File: src/source/csrMapPkg.sv
/*
 * CSR map for the video transmit block
 * Register bus widths, the write strobe position, the block number
 * and the offset of every register in the block
 */
`default_nettype none

package csrMapPkg;

	//------------------------------------------------------------
	// Register bus
	//------------------------------------------------------------
	localparam int usiBusWidth = 32;
	localparam int usiWriteBit = 30;				// Write strobe, plain level
	localparam logic [7:0] csrBlockId = 8'h04;		// Matched against address 23:16
	localparam int csrOffsetWidth = 16;

	//------------------------------------------------------------
	// Register offsets
	//------------------------------------------------------------
	// DMA address generator
	localparam logic [15:0] adrDmaEnable = 16'h0004;
	localparam logic [15:0] adrDmaCycle = 16'h0008;
	localparam logic [15:0] adrDmaStart = 16'h000C;
	localparam logic [15:0] adrDmaEnd = 16'h0010;
	localparam logic [15:0] adrDmaAdd = 16'h0014;

	// Map chip size, X in the upper byte
	localparam logic [15:0] adrMapSize = 16'h0200;

	// Scene change fade
	localparam logic [15:0] adrSceneColor = 16'h0300;
	localparam logic [15:0] adrSceneTiming = 16'h0304;
	localparam logic [15:0] adrSceneCtrl = 16'h0308;	// Bit 0 add, bit 1 sub, bit 2 reset
	localparam logic [15:0] adrSceneStatus = 16'h030C;	// Bit 1 alpha max, bit 0 alpha min

endpackage

`default_nettype wire

File: src/source/videoPkg.sv
/*
 * Video datapath definitions
 * Frame-buffer address width, RGB565 pixel and alpha sizes,
 * fade timing width and the map-size register word
 */
`default_nettype none

package videoPkg;

	//------------------------------------------------------------
	// Frame buffer and pixel format
	//------------------------------------------------------------
	localparam int dmaAdrsWidth = 19;
	localparam int colorDepth = 16;					// RGB565

	// Blend factor, 0 up to alphaFull
	localparam int alphaWidth = 5;
	localparam logic [alphaWidth-1:0] alphaFull = 5'd16;
	localparam int frameTimingWidth = 7;

	//------------------------------------------------------------
	// Map chip size
	//------------------------------------------------------------
	// 480 / 16 by 272 / 16 tiles
	localparam logic [7:0] mapXReset = 8'd30;
	localparam logic [7:0] mapYReset = 8'd17;

	typedef struct packed
	{
		logic [7:0] xSize;
		logic [7:0] ySize;
	} mapSizeFields;

	// Raw bus word or the two tile counts
	typedef union packed
	{
		logic [15:0] raw;
		mapSizeFields size;
	} mapSizeWord;

endpackage

`default_nettype wire

File: src/source/sceneFade.sv
/*
 * Scene change fade engine
 * Divides the frame tick by a programmable count to step a saturating
 * alpha, then blends each RGB565 pixel toward the scene colour by
 * alpha / 16 in one register stage
 */
`default_nettype none

module sceneFade
(
	input  logic iSCLK,
	input  logic iSRST,
	input  logic frameTick,
	input  logic [videoPkg::colorDepth-1:0] sceneColor,
	input  logic [videoPkg::frameTimingWidth-1:0] frameTiming,
	input  logic addEn,
	input  logic subEn,
	input  logic sceneRst,
	input  logic [videoPkg::colorDepth-1:0] pixelData,
	input  logic pixelValid,
	output logic [videoPkg::colorDepth-1:0] pixelOut,
	output logic pixelOutValid,
	output logic alphaMax,
	output logic alphaMin
);

	logic [videoPkg::frameTimingWidth-1:0] frameCnt;
	logic [videoPkg::alphaWidth-1:0] alpha;
	logic [5:0] mixR, mixG, mixB;

	// Weighted mix of one channel, widest channel is green
	function automatic logic [5:0] blendChan(input logic [5:0] pix, input logic [5:0] col,
		input logic [videoPkg::alphaWidth-1:0] a);
		logic [11:0] mix;
		mix = 12'(pix) * 12'(videoPkg::alphaFull - a) + 12'(col) * 12'(a);
		return mix[9:4];
	endfunction

	//------------------------------------------------------------
	// Frame divider and alpha ramp
	//------------------------------------------------------------
	always_ff @(posedge iSCLK)
	begin
		if (iSRST || sceneRst)
		begin
			frameCnt <= '0;
			alpha <= '0;
		end
		else if (frameTick && (addEn || subEn))
		begin
			if (frameCnt == frameTiming)
			begin
				frameCnt <= '0;
				if (addEn)
				begin
					if (alpha != videoPkg::alphaFull)
						alpha <= alpha + 1'b1;
				end
				else if (alpha != '0)
					alpha <= alpha - 1'b1;
			end
			else
				frameCnt <= frameCnt + 1'b1;
		end
	end

	// Status flags, one clock behind alpha
	always_ff @(posedge iSCLK)
	begin
		if (iSRST)
		begin
			alphaMax <= 1'b0;
			alphaMin <= 1'b1;
		end
		else
		begin
			alphaMax <= (alpha == videoPkg::alphaFull);
			alphaMin <= (alpha == '0);
		end
	end

	//------------------------------------------------------------
	// Pixel blend
	//------------------------------------------------------------
	// R 15:11, G 10:5, B 4:0
	assign mixR = blendChan({1'b0, pixelData[15:11]}, {1'b0, sceneColor[15:11]}, alpha);
	assign mixG = blendChan(pixelData[10:5], sceneColor[10:5], alpha);
	assign mixB = blendChan({1'b0, pixelData[4:0]}, {1'b0, sceneColor[4:0]}, alpha);

	always_ff @(posedge iSCLK)
	begin
		if (iSRST)
			pixelOutValid <= 1'b0;
		else
			pixelOutValid <= pixelValid;
	end

	always_ff @(posedge iSCLK)
	begin
		if (pixelValid)
			pixelOut <= {mixR[4:0], mixG, mixB[4:0]};	// Top bit of R and B stays zero
	end

	assert property (@(posedge iSCLK) disable iff (iSRST) alpha <= videoPkg::alphaFull)
		else $error("Alpha above full scale");

endmodule

`default_nettype wire

File: src/source/videoDmaAdrsGen.sv
/*
 * Frame-buffer DMA address generator
 * Issues one address per pixel request from start in fixed steps,
 * pulses done with the last address that does not pass the end
 * and reloads the start for the next pass
 */
`default_nettype none

module videoDmaAdrsGen
(
	input  logic iSCLK,
	input  logic iSRST,
	input  logic enable,
	input  logic [videoPkg::dmaAdrsWidth-1:0] adrsStart,
	input  logic [videoPkg::dmaAdrsWidth-1:0] adrsEnd,
	input  logic [videoPkg::dmaAdrsWidth-1:0] adrsAdd,
	input  logic pixelReq,
	output logic [videoPkg::dmaAdrsWidth-1:0] dmaAdrs,
	output logic dmaAdrsValid,
	output logic dmaDone
);

	logic enableDly;
	logic enRise;
	logic issue;
	logic lastAdrs;
	logic [videoPkg::dmaAdrsWidth-1:0] curAdrs;
	logic [videoPkg::dmaAdrsWidth-1:0] issueAdrs;
	logic [videoPkg::dmaAdrsWidth:0] nextAdrs;		// One spare bit for the end compare

	//------------------------------------------------------------
	// Next address and end detection
	//------------------------------------------------------------
	assign enRise = enable && !enableDly;
	assign issue = enable && pixelReq;
	assign issueAdrs = enRise ? adrsStart : curAdrs;	// First request may meet the edge
	assign nextAdrs = {1'b0, issueAdrs} + {1'b0, adrsAdd};
	assign lastAdrs = nextAdrs > {1'b0, adrsEnd};

	always_ff @(posedge iSCLK)
	begin
		if (iSRST)
		begin
			enableDly <= 1'b0;
			dmaAdrsValid <= 1'b0;
			dmaDone <= 1'b0;
		end
		else
		begin
			enableDly <= enable;
			dmaAdrsValid <= issue;
			dmaDone <= issue && lastAdrs;
		end
	end

	// Running address
	always_ff @(posedge iSCLK)
	begin
		if (issue)
		begin
			dmaAdrs <= issueAdrs;
			curAdrs <= lastAdrs ? adrsStart : nextAdrs[videoPkg::dmaAdrsWidth-1:0];
		end
		else if (enRise)
			curAdrs <= adrsStart;
	end

	// Done marks an issued address with no room left for another step
	assert property (@(posedge iSCLK) disable iff (iSRST)
		dmaDone |-> dmaAdrsValid &&
			({1'b0, dmaAdrs} + {1'b0, adrsAdd} > {1'b0, adrsEnd}))
		else $error("DMA done without a last address");

endmodule

`default_nettype wire

File: src/source/videoTxCsr.sv
/*
 * Video transmit control/status registers
 * Decodes bus writes for this block into register write enables,
 * holds the DMA, map and scene registers, stops a single-shot DMA
 * when the generator reports done, and returns a registered read word
 */
`default_nettype none

module videoTxCsr
(
	input  logic iSCLK,
	input  logic iSRST,
	// Register bus
	input  logic [csrMapPkg::usiBusWidth-1:0] usiAdrs,
	input  logic [csrMapPkg::usiBusWidth-1:0] usiWd,
	output logic [csrMapPkg::usiBusWidth-1:0] usiRd,
	// DMA address generator
	output logic dmaEnable,
	output logic dmaCycleEnable,
	output logic [videoPkg::dmaAdrsWidth-1:0] dmaAdrsStart,
	output logic [videoPkg::dmaAdrsWidth-1:0] dmaAdrsEnd,
	output logic [videoPkg::dmaAdrsWidth-1:0] dmaAdrsAdd,
	input  logic dmaDone,
	// Map info
	output videoPkg::mapSizeWord mapSize,
	// Scene fade
	output logic [videoPkg::colorDepth-1:0] sceneColor,
	output logic [videoPkg::frameTimingWidth-1:0] sceneFrameTiming,
	output logic sceneAddEn,
	output logic sceneSubEn,
	output logic sceneRst,
	input  logic alphaMax,
	input  logic alphaMin
);

	logic wrHit;
	logic [csrMapPkg::csrOffsetWidth-1:0] offset;
	logic wrDmaEnable, wrDmaCycle, wrDmaStart, wrDmaEnd, wrDmaAdd;
	logic wrMapSize, wrSceneColor, wrSceneTiming, wrSceneCtrl;

	//------------------------------------------------------------
	// Write decode
	//------------------------------------------------------------
	assign offset = usiAdrs[csrMapPkg::csrOffsetWidth-1:0];
	assign wrHit = usiAdrs[csrMapPkg::usiWriteBit] &&
		(usiAdrs[csrMapPkg::csrOffsetWidth +: 8] == csrMapPkg::csrBlockId);

	assign wrDmaEnable = wrHit && (offset == csrMapPkg::adrDmaEnable);
	assign wrDmaCycle = wrHit && (offset == csrMapPkg::adrDmaCycle);
	assign wrDmaStart = wrHit && (offset == csrMapPkg::adrDmaStart);
	assign wrDmaEnd = wrHit && (offset == csrMapPkg::adrDmaEnd);
	assign wrDmaAdd = wrHit && (offset == csrMapPkg::adrDmaAdd);
	assign wrMapSize = wrHit && (offset == csrMapPkg::adrMapSize);
	assign wrSceneColor = wrHit && (offset == csrMapPkg::adrSceneColor);
	assign wrSceneTiming = wrHit && (offset == csrMapPkg::adrSceneTiming);
	assign wrSceneCtrl = wrHit && (offset == csrMapPkg::adrSceneCtrl);

	//------------------------------------------------------------
	// Register file
	//------------------------------------------------------------
	always_ff @(posedge iSCLK)
	begin
		if (iSRST)
		begin
			dmaEnable <= 1'b0;
			dmaCycleEnable <= 1'b0;
			dmaAdrsStart <= '0;
			dmaAdrsEnd <= '1;
			dmaAdrsAdd <= '0;
			mapSize.size.xSize <= videoPkg::mapXReset;
			mapSize.size.ySize <= videoPkg::mapYReset;
			sceneColor <= '0;
			sceneFrameTiming <= '0;
			sceneAddEn <= 1'b0;
			sceneSubEn <= 1'b0;
			sceneRst <= 1'b1;			// Fade engine held until released
		end
		else
		begin
			// Single shot stops itself, cyclic mode keeps running
			if (dmaDone)
				dmaEnable <= dmaCycleEnable;
			else if (wrDmaEnable)
				dmaEnable <= usiWd[0];

			if (wrDmaCycle)
				dmaCycleEnable <= usiWd[0];
			if (wrDmaStart)
				dmaAdrsStart <= usiWd[videoPkg::dmaAdrsWidth-1:0];
			if (wrDmaEnd)
				dmaAdrsEnd <= usiWd[videoPkg::dmaAdrsWidth-1:0];
			if (wrDmaAdd)
				dmaAdrsAdd <= usiWd[videoPkg::dmaAdrsWidth-1:0];
			if (wrMapSize)
				mapSize.raw <= usiWd[15:0];
			if (wrSceneColor)
				sceneColor <= usiWd[videoPkg::colorDepth-1:0];
			if (wrSceneTiming)
				sceneFrameTiming <= usiWd[videoPkg::frameTimingWidth-1:0];
			if (wrSceneCtrl)
			begin
				sceneAddEn <= usiWd[0];
				sceneSubEn <= usiWd[1];
				sceneRst <= usiWd[2];
			end
		end
	end

	//------------------------------------------------------------
	// Registered read
	//------------------------------------------------------------
	always_ff @(posedge iSCLK)
	begin
		case (offset)
			csrMapPkg::adrDmaEnable:	usiRd <= 32'(dmaEnable);
			csrMapPkg::adrDmaCycle:		usiRd <= 32'(dmaCycleEnable);
			csrMapPkg::adrDmaStart:		usiRd <= 32'(dmaAdrsStart);
			csrMapPkg::adrDmaEnd:		usiRd <= 32'(dmaAdrsEnd);
			csrMapPkg::adrDmaAdd:		usiRd <= 32'(dmaAdrsAdd);
			csrMapPkg::adrMapSize:		usiRd <= 32'(mapSize.raw);
			csrMapPkg::adrSceneColor:	usiRd <= 32'(sceneColor);
			csrMapPkg::adrSceneTiming:	usiRd <= 32'(sceneFrameTiming);
			csrMapPkg::adrSceneCtrl:	usiRd <= 32'({sceneRst, sceneSubEn, sceneAddEn});
			csrMapPkg::adrSceneStatus:	usiRd <= 32'({alphaMax, alphaMin});
			default:					usiRd <= usiWd;		// Unmapped echoes write data
		endcase
	end

	// One register per write strobe clock
	assert property (@(posedge iSCLK) disable iff (iSRST)
		$onehot0({wrDmaEnable, wrDmaCycle, wrDmaStart, wrDmaEnd, wrDmaAdd,
			wrMapSize, wrSceneColor, wrSceneTiming, wrSceneCtrl}))
		else $error("CSR decoded more than one write enable");

endmodule

`default_nettype wire

File: src/source/videoTxTop.sv
/*
 * Video transmit subsystem top
 * Register slave driving the frame-buffer DMA address generator
 * and the scene change fade engine
 */
`default_nettype none

module videoTxTop
(
	input  logic iSCLK,
	input  logic iSRST,
	// Register bus
	input  logic [csrMapPkg::usiBusWidth-1:0] usiAdrs,
	input  logic [csrMapPkg::usiBusWidth-1:0] usiWd,
	output logic [csrMapPkg::usiBusWidth-1:0] usiRd,
	// Display timing side
	input  logic frameTick,
	input  logic pixelReq,
	input  logic [videoPkg::colorDepth-1:0] pixelData,
	input  logic pixelValid,
	// Frame buffer address
	output logic [videoPkg::dmaAdrsWidth-1:0] dmaAdrs,
	output logic dmaAdrsValid,
	// Blended pixels
	output logic [videoPkg::colorDepth-1:0] pixelOut,
	output logic pixelOutValid,
	// To the map renderer
	output logic [7:0] mapXSize,
	output logic [7:0] mapYSize
);

	logic dmaEnable;
	logic dmaDone;
	logic [videoPkg::dmaAdrsWidth-1:0] dmaAdrsStart, dmaAdrsEnd, dmaAdrsAdd;
	videoPkg::mapSizeWord mapSize;
	logic [videoPkg::colorDepth-1:0] sceneColor;
	logic [videoPkg::frameTimingWidth-1:0] sceneFrameTiming;
	logic sceneAddEn, sceneSubEn, sceneRst;
	logic alphaMax, alphaMin;

	assign mapXSize = mapSize.size.xSize;
	assign mapYSize = mapSize.size.ySize;

	//------------------------------------------------------------
	// Engines and their register slave
	//------------------------------------------------------------
	videoTxCsr csr
	(
		.iSCLK(iSCLK), .iSRST(iSRST),
		.usiAdrs(usiAdrs), .usiWd(usiWd), .usiRd(usiRd),
		.dmaEnable(dmaEnable), .dmaCycleEnable(),		// Cycle bit only used inside
		.dmaAdrsStart(dmaAdrsStart), .dmaAdrsEnd(dmaAdrsEnd), .dmaAdrsAdd(dmaAdrsAdd),
		.dmaDone(dmaDone),
		.mapSize(mapSize),
		.sceneColor(sceneColor), .sceneFrameTiming(sceneFrameTiming),
		.sceneAddEn(sceneAddEn), .sceneSubEn(sceneSubEn), .sceneRst(sceneRst),
		.alphaMax(alphaMax), .alphaMin(alphaMin)
	);

	videoDmaAdrsGen dmaGen
	(
		.iSCLK(iSCLK), .iSRST(iSRST),
		.enable(dmaEnable),
		.adrsStart(dmaAdrsStart), .adrsEnd(dmaAdrsEnd), .adrsAdd(dmaAdrsAdd),
		.pixelReq(pixelReq),
		.dmaAdrs(dmaAdrs), .dmaAdrsValid(dmaAdrsValid), .dmaDone(dmaDone)
	);

	sceneFade fade
	(
		.iSCLK(iSCLK), .iSRST(iSRST),
		.frameTick(frameTick),
		.sceneColor(sceneColor), .frameTiming(sceneFrameTiming),
		.addEn(sceneAddEn), .subEn(sceneSubEn), .sceneRst(sceneRst),
		.pixelData(pixelData), .pixelValid(pixelValid),
		.pixelOut(pixelOut), .pixelOutValid(pixelOutValid),
		.alphaMax(alphaMax), .alphaMin(alphaMin)
	);

endmodule

`default_nettype wire
File: config.mk
export PLATFORM = sky130hd
export DESIGN_NAME = videoTxTop
export DESIGN_NICKNAME = d
export VERILOG_FILES = /design/src/source/csrMapPkg.sv /design/src/source/videoPkg.sv /design/src/source/sceneFade.sv /design/src/source/videoDmaAdrsGen.sv /design/src/source/videoTxCsr.sv /design/src/source/videoTxTop.sv
export SDC_FILE = /design/constraint.sdc
export NUM_CORES = 1
export LEC_CHECK = 0
export ABC_AREA = 1
export CORE_MARGIN = 1
export CORE_UTILIZATION = 33
export CTS_CLUSTER_SIZE = 10
export DETAILED_ROUTE_END_ITERATION = 7
export DONT_BUFFER_PORTS = 1
export PLACE_DENSITY_LB_ADDON = 0.1
export SYNTH_ARGS = -nofsm -noshare
export SYNTH_HDL_FRONTEND = slang
export SYNTH_SLANG_ARGS = --single-unit
File: constraint.sdc
create_clock -name iSCLK -period 13.8 [get_ports iSCLK]
set_input_delay 0.69 -clock iSCLK [delete_from_list [all_inputs] [get_ports iSCLK]]
set_output_delay 0.69 -clock iSCLK [all_outputs]
set_load 0.005 [all_outputs]
# Word-level counts from Yosys, hierarchy flattened
# Cells that the tools add are included.
# Widths: inputs -> output; s select.
[word_totals]
reg_bits = 205
output_inout_bits = 85
inputBits = 85
wordCells = 85
[classes]
mul = 6
n_mux = 10
order_cmp = 1
reduce_logical = 22
n_eq_ne = 15
add_sub_neg = 8
[op_table]
columns = ["op", "count"]
rows = [
  ["$pmux 32 s10", 1],
  ["$eq 16x10->1 const B", 5],
  ["$mux 19", 3],
  ["$eq 16x4->1 const B", 2],
  ["$eq 16x5->1 const B", 2],
  ["$mul 5x12->9", 2],
  ["$add 19x19->20", 1],
  ["$gt 20x19->1", 1],
  ["$add 9x9->9", 2],
  ["$mul 5x5->9", 2],
  ["$eq 16x3->1 const B", 1],
  ["$mux 5", 3],
  ["$logic_and 1x1->1", 14],
  ["$mul 6x12->10", 1],
  ["$add 10x10->10", 1],
  ["$mul 6x5->10", 1],
  ["$eq 8x3->1 const B", 1],
  ["$add 7x1->7 const B", 1],
  ["$eq 7x7->1", 1],
  ["$mux 7", 1],
  ["$sub 5x5->6 const A", 1],
  ["$add 5x1->5 const B", 1],
  ["$eq 5x5->1 const B", 1],
  ["$logic_not 5->1", 1],
  ["9 further kinds", 12],
]

# Longest topological paths before layout
# Gate-level depths: netlist of run 1.
[depth]
depth_word = 7
mapped_depth = 36
mapped_depth_nobuf = 34

# Cells and area by module
# From an unflattened synthesis of run 1, not the netlist that was laid out.
[unflattened]
hier_cells = 2198
hier_area_um2 = 16281.9
[modules_own_cells]
columns = ["module", "n_inst", "cells_each", "area_per_inst_um2"]
rows = [
  ["sceneFade", 1, 926, 7135.6],
  ["videoTxCsr", 1, 778, 5679.2],
  ["videoDmaAdrsGen", 1, 494, 3467.1],
]

# Worst setup path before layout of run 1
# Ideal clock, no wire load.
[synth_path]
kind = "reg-to-reg"
start = "register fade.alpha[4] (netlist bit)"
end = "register fade.pixelOut[10] (netlist bit) (data pin)"
slack_ns = 8.207
path_stages_with_launch = 23
path_buffers = 3
period_less_slack_ns = 5.593
arrival_ns = 5.341
cell_sequence = "dfxtp_1 clkbuf_1 clkbuf_1 inv_1 ha_1 inv_1 clkbuf_1 nand2_1 fa_1 fa_1 fa_1 inv_1 fa_1 inv_1 fa_1 inv_1 ha_1 a21oi_1 o211ai_1 a21oi_1 inv_1 nand2_1 nand2_1"
[synth_via]
elab_chain_cells = 3
elab_cells_between_ends = 4
classes_between = "add/sub (2); mul (2)"
[synth_lines]
columns = ["item", "line_no", "source"]
rows = [
  ["from (decl)", "sceneFade.sv:28", "logic [videoPkg::alphaWidth-1:0] alpha;"],
  ["from (signal assigned)", "sceneFade.sv:57", "alpha <= alpha + 1'b1;"],
  ["from (signal assigned)", "sceneFade.sv:60", "alpha <= alpha - 1'b1;"],
  ["$sub 5x5->6", "sceneFade.sv:35", "mix = 12'(pix) * 12'(videoPkg::alphaFull - a) + 12'(col) * 12'(a);"],
  ["$mul 6x12->10", "sceneFade.sv:35", ""],
  ["$add 10x10->10 (*)", "sceneFade.sv:35", ""],
  ["named net fade.mixG[5]", "sceneFade.sv:29", "logic [5:0] mixR, mixG, mixB;"],
  ["to (signal assigned)", "sceneFade.sv:101", "pixelOut <= {mixR[4:0], mixG, mixB[4:0]};"],
  ["to (decl)", "sceneFade.sv:21", "output logic [videoPkg::colorDepth-1:0] pixelOut,"],
]
# Mark *: on every way through the listed nets, which the timed path passes. The rest lies on a longest branch.
# A chain may end at the register's enable or synchronous reset.

# Final worst setup path of run 1
[layout_path]
start = "register fade.alpha[1] (netlist bit)"
end = "register fade.pixelOut[10] (netlist bit) (data pin)"
# Same word-level chain as after synthesis.

==> results of run 1 <==
worst paths after layout:
check | start | end | slack, ns | depth (start not counted)
hold / removal | iSRST | fade.alphaMax | 0.21 | 1
setup reg to reg | fade.alpha[1] | fade.pixelOut[10] | 7.19 | 22
setup / recovery | fade.alpha[1] | fade.pixelOut[10] | 7.19 | 22
hold reg to reg | csr.dmaAdrsEnd[9] | csr.dmaAdrsEnd[9] | 0.46 | 2
cell families (layout without fill, tap and decap cells):
kind of cell,after synthesis,count (layout),synth area share
simple gates,662,662,0.1816
xor+xnor,77,77,0.04420
buf+inv,490,470,0.1275
fa+ha+maj,223,223,0.2370
flops,205,205,0.2919
compound gates,278,278,0.1177
report_power, final:
part	internal [mW]	switching (mW)
Clock	0.396	0.283
Combinational	0.0141	0.0289
Sequential	0.616	0.00444
Total	1.03	0.317
per-stage QoR:
step                std cells  instance area [um2]
detailed placement       2469                15710
CTS                      2515                16540
global placement         2469                15710
global route             2515                16540
finish                   2515                16540
floorplan                1935                15260
critical path, delay by kind of cell (launching register included):
family	cells	cell delay, ns
compound gates	3	0.50
fa+ha+maj	8	3.71
buf+inv	6	0.88
flops	1	0.89
simple gates	5	0.41
cells in the mapped netlist, drive strengths merged (27+ instances only):
cell type	count
fa	110
buf	37
nand2	402
dfxtp	170
nand4	29
nor2	142
xnor2	31
o21ai	89
a21oi	67
nand3	48
inv	408
ha	113
xor2	46
o211ai	27
clkbuf	42
a211oi	48
edfxtp	35
registers in the layout, summed over array words and instances, names as in the netlist, 5 cells and up:
signal and flops:
fade.frameCnt 7, dmaGen.dmaAdrs 19, csr.dmaAdrsAdd 19, fade.pixelOut 16
csr.sceneColor 16, csr.dmaAdrsEnd 19, fade.alpha 5, dmaGen.curAdrs 19
csr.dmaAdrsStart 19, csr.mapSize 16, csr.sceneFrameTiming 7, csr.usiRd 32
layout make-up:
| class | instances | area [um2] | area share |
|---|---|---|---|
| Sequential cell | 205 | 4454 | 0.2693 |
| Clock buffer | 39 | 752.0 | 0.04546 |
| Tap cell | 600 | 750.7 | 0.04539 |
| Timing Repair Buffer | 13 | 97.59 | 0.005900 |
| Inverter | 411 | 1544 | 0.09334 |
| Clock inverter | 7 | 77.57 | 0.004690 |
| Multi-Input combinational cell | 1240 | 8865 | 0.5359 |
routing by layer:
layer | vias to the layer above | share of wire | global-route usage
met5 | - | 0.00019 | 0
met4 | 2 | 0.023 | 0.04507
met3 | 54 | 0.044 | 0.03075
met2 | 195 | 0.47 | 0.3099
met1 | 5643 | 0.46 | 0.2447
li1 | 5992 | - | -
cell usage in the layout, fill, tap and decap left out, drive strengths merged, types with 6 or more instances in the layout:
cell type,instances
fa,110
a22o,9
nand3,48
dfxtp,170
inv,411
clkbuf,39
o211ai,27
buf,13
edfxtp,35
nor2,142
o21ai,89
nor3,24
xnor2,31
a21oi,67
nand4,29
xor2,46
clkinv,6
a211oi,48
o22ai,18
nand2,402
ha,113
==> qor.yml, run 1 <==
global_routing:
  grtUsageTotal: 0.1843
  antenna_found_initial: 1
  grt_pass1_wl_um: 67700
  grt_max_degree: 55
  grt_remaining_overflow: 0
  grt_pass1_vias: 11770
die:
  fp.coreArea_mm2: 0.04548
  die-height_um: 217.0
  dieArea_mm2: 0.04710
  ios: 170
  die_width_um: 217.0
  initial_utilization: 0.3355
  num_rows: 78
drt:
  wl_per_cell_um: 16.97
  first_iter_violations: 565
  ant_nets: 0
  vias: 11890
  vias_per_cell: 4.726
  drc: 0
  first_pass_iters: 5
  drt_wl_total_um: 42680
synth:
  synth.top_cells.by_area: "dfxtp_1 (22%), fa_1 (14%), inv_1 (10%)"
  synth_fp_nets: 2243
  synth_area_mm2: 0.01526
  synth_edf_count: 35
  ys_ff_latch: 205
  yosysSeqAreaShare: 0.2919
  ys_dominant_reg_cell: "dfxtp_1"
  ys_async_sr_fraction: 0
  synth_area_leader_cell: "dfxtp_1"
  yosysWarnings: 0
  synthCells: 1935
  avgSynthCellArea_um2: 7.885
  synth_top_area_share: 0.2231
  ys_types: 52
sta:
  fmax_mhz: 151.2
  rsz0062_at_grt: "no"
  worst_slack_ns: 7.186
  final_hold_viol_count: 0
  slew_headroom: 0.2140
  period_share: 0.4793
  fin_skew_ns: 0.01594
  setup_viol: 0
  finalMaxSlewViolations: 0
  worst_slew_pin_slew_ns: 1.168
  fin_crit_ns: 6.614
  tns_ns: 0
  holdWs_ns: 0.2062
clock_network:
  cts_tree: "yes"
  clk_path_buf_depth: 3
  cts_setup_buffers: 0
  clockRootBuffer: "clkbuf_16"
  hold_buffers: 0
  cts_sinks: 205
  htreeDepth: 1
  clock_latency_ns: 0.57
  cts_made_buffers: 27
  clk_pin_slew_ns: 0.06
  cts_resized: 0
critical_path:
  crit_slowest_cell: "dfxtp_1"
  critPathMaxFanout: 20
  start_kind: "flop"
  path_class: "flop to flop"
  path_cells: "inv_1 > ha_1 > nand2_1 > nor2_1 > ha_1 > inv_1 > nand2_1 > fa_1 > fa_1 > fa_1 > inv_1 > fa_1 > inv_1 > fa_1 > inv_1 > ha_1 > a21oi_1 > o211ai_1 > a21oi_1 > inv_1 > nand2_1 > nand2_1"
  cp.required_ns: 14.14
  cp.arrival_ns: 6.95
  cp-end-kind: "flop"
  max_stage_delay_ns: 0.89
  cp_common_cell: "inv_1"
pwr:
  p_leak_nw: 8.371
  pwr_density_cell_mw_per_mm2: 81.19
  power_mw: 1.343
  worst_ir_drop_vdd_mv: 0.08517
status:
  run_status: "completed"
placed_design:
  dp_hpwl_um: 32340
  pre_cts_ws_ns: 7.142
  io_buffer_count: 0
  gp_congestion: 0.8196
layout:
  final_util: 0.3637
  drive_above_1_share: 0.04700
  num-fill-cells: 4780
  syn2layout_area_growth_pct: 8.414
  n_antenna_cell: 0
  fin_nets: 2206
run:
  maxCapViolCount: 0
hold_path:
  hp-class: "input pin to flop"
Note: power is estimated with default switching activity, not from simulation.
==> run 2: changes to the inputs <==
- clock period: 13.8 -> 5.7 ns (I/O delays scaled with it)
==> qor.yml, run 2 (same netlist as run 1, synthesis figures left out) <==
critical_path:
  ff2ff_path_depth: 22
  cp_num_cells: 22
  cp_common_cell: "inv_1"
  critPathTopFamily: "adder cells"
  path_class: "flop to flop"
  cp-end-kind: "flop"
  start_kind: "flop"
  cp.required_ns: 6.03
  path_cells: "inv_1 > ha_1 > nand2_1 > nor2_2 > ha_1 > inv_1 > nand2_1 > fa_1 > fa_1 > fa_1 > inv_1 > fa_1 > inv_1 > fa_1 > inv_1 > ha_1 > a21oi_1 > o211ai_1 > a21oi_1 > inv_1 > nand2_1 > nand2_1"
  cp.arrival_ns: 5.65
  critPathMaxFanout: 4
  crit_slowest_cell: "fa_1"
  critPathBufInv: 6
  max_stage_delay_ns: 0.57
clock_network:
  cts_tree: "yes"
  clockRootBuffer: "clkbuf_16"
  clock_latency_ns: 0.57
  cts_setup_buffers: 0
  htreeDepth: 1
  clk_path_buf_depth: 3
  cts_made_buffers: 27
  clk_pin_slew_ns: 0.07
  cts_sinks: 205
sta:
  fin_crit_ns: 5.321
  fmax_mhz: 187.9
  tns_ns: 0
  setup_viol: 0
  period_share: 0.9335
  worst_slew_pin_slew_ns: 1.225
  final_hold_viol_count: 0
  holdWs_ns: 0.02469
  fin_skew_ns: 0.01797
  finalMaxSlewViolations: 0
  worst_slack_ns: 0.3788
  slew_headroom: 0.1759
  rsz0062_at_grt: "no"
layout:
  n_antenna_cell: 0
  stdcell_area_mm2: 0.01702
  layout_commonest_cell: "inv_1"
  multi_input_area_mm2: 0.008871
  final_cell_mix: "inv_1 (406), nand2_1 (398), dfxtp_1 (170)"
  stdcell_count: 2560
  drive_above_1_share: 0.05816
  fin_nets: 2251
  syn2layout_area_growth_pct: 11.52
  seqCellArea_mm2: 0.004454
  largest_register: "csr.usiRd"
  final_util: 0.3741
  largest_reg_flops: 32
  num-fill-cells: 4779
placed_design:
  gp_congestion: 0.8582
  dp_cells: 2489
  place_area_mm2: 0.01587
  dp_hpwl_um: 32850
  pre_cts_ws_ns: 0.3513
  io_buffer_count: 0
pwr:
  pwr_density_cell_mw_per_mm2: 195.3
  worst_ir_drop_vdd_mv: 0.2073
  p_leak_nw: 8.608
  power_mw: 3.323
drt:
  first_pass_iters: 5
  drc: 0
  vias_per_cell: 4.717
  vias: 12080
  wl_per_cell_um: 16.88
  drt_wl_total_um: 43220
  first_iter_violations: 679
  ant_nets: 0
hold_path:
  hp-class: "input pin to flop"
  worst_hold_path.num_cells: 2
die:
  dieArea_mm2: 0.04710
  fp.coreArea_mm2: 0.04548
  ios: 170
  num_rows: 78
  die_width_um: 217.0
  initial_utilization: 0.3355
  die-height_um: 217.0
global_routing:
  grt_pass1_vias: 12200
  antenna_found_initial: 0
  grt_remaining_overflow: 0
  grt_pass1_wl_um: 69030
  grtUsageTotal: 0.1872
  grt_max_degree: 56
status:
  run_status: "completed"
run:
  maxCapViolCount: 0
[run 2: final timing paths]
| path | startpoint | to | slack, ns |
|---|---|---|---|
| worst min register to register | csr.dmaAdrsEnd[18] | csr.dmaAdrsEnd[18] | 0.47 |
| worst max-delay path | fade.alpha[0] | fade.pixelOut[10] | 0.38 |
| worst min-delay path | usiWd[10] | csr.dmaAdrsAdd[10] | 0.02 |
| worst max register to register | fade.alpha[0] | fade.pixelOut[10] | 0.38 |
[run 2: where the power goes]
part / internal (mW) / switching [mW] / leakage (nW)
registers: 1.49 / 0.0115 / 1.74
clock network: 1.01 / 0.680 / 0.426
logic: 0.0463 / 0.0831 / 6.44
total: 2.55 / 0.775 / 8.61
[run 2: routing by layer]
layer	share of wire	wire length (um)	GRT usage	vias up
met5	0	0	0	-
met4	0.023	1014	0.04718	0
met3	0.050	2155	0.03997	53
met2	0.47	20430	0.3185	185
met1	0.45	19610	0.2397	5747
li1	-	-	-	6091
[run 2: area by class of cell]
cell class              count  area share
flip-flops and latches    205      0.2618
well taps                 600     0.04412
inverters                 411     0.09074
clock buffers              41     0.04706
clock inverters             5    0.003897
multi-input cells        1240      0.5214
repair buffers             58     0.03103
[run 2: repair_timing]
| item | CTS | global route |
|---|---|---|
| gates resized for setup | 0 | 2 |
| hold buffers | 25 | 0 |
| endpoints found under the setup margin | 0 | 2 |
| hold endpoints to repair | 104 | 0 |
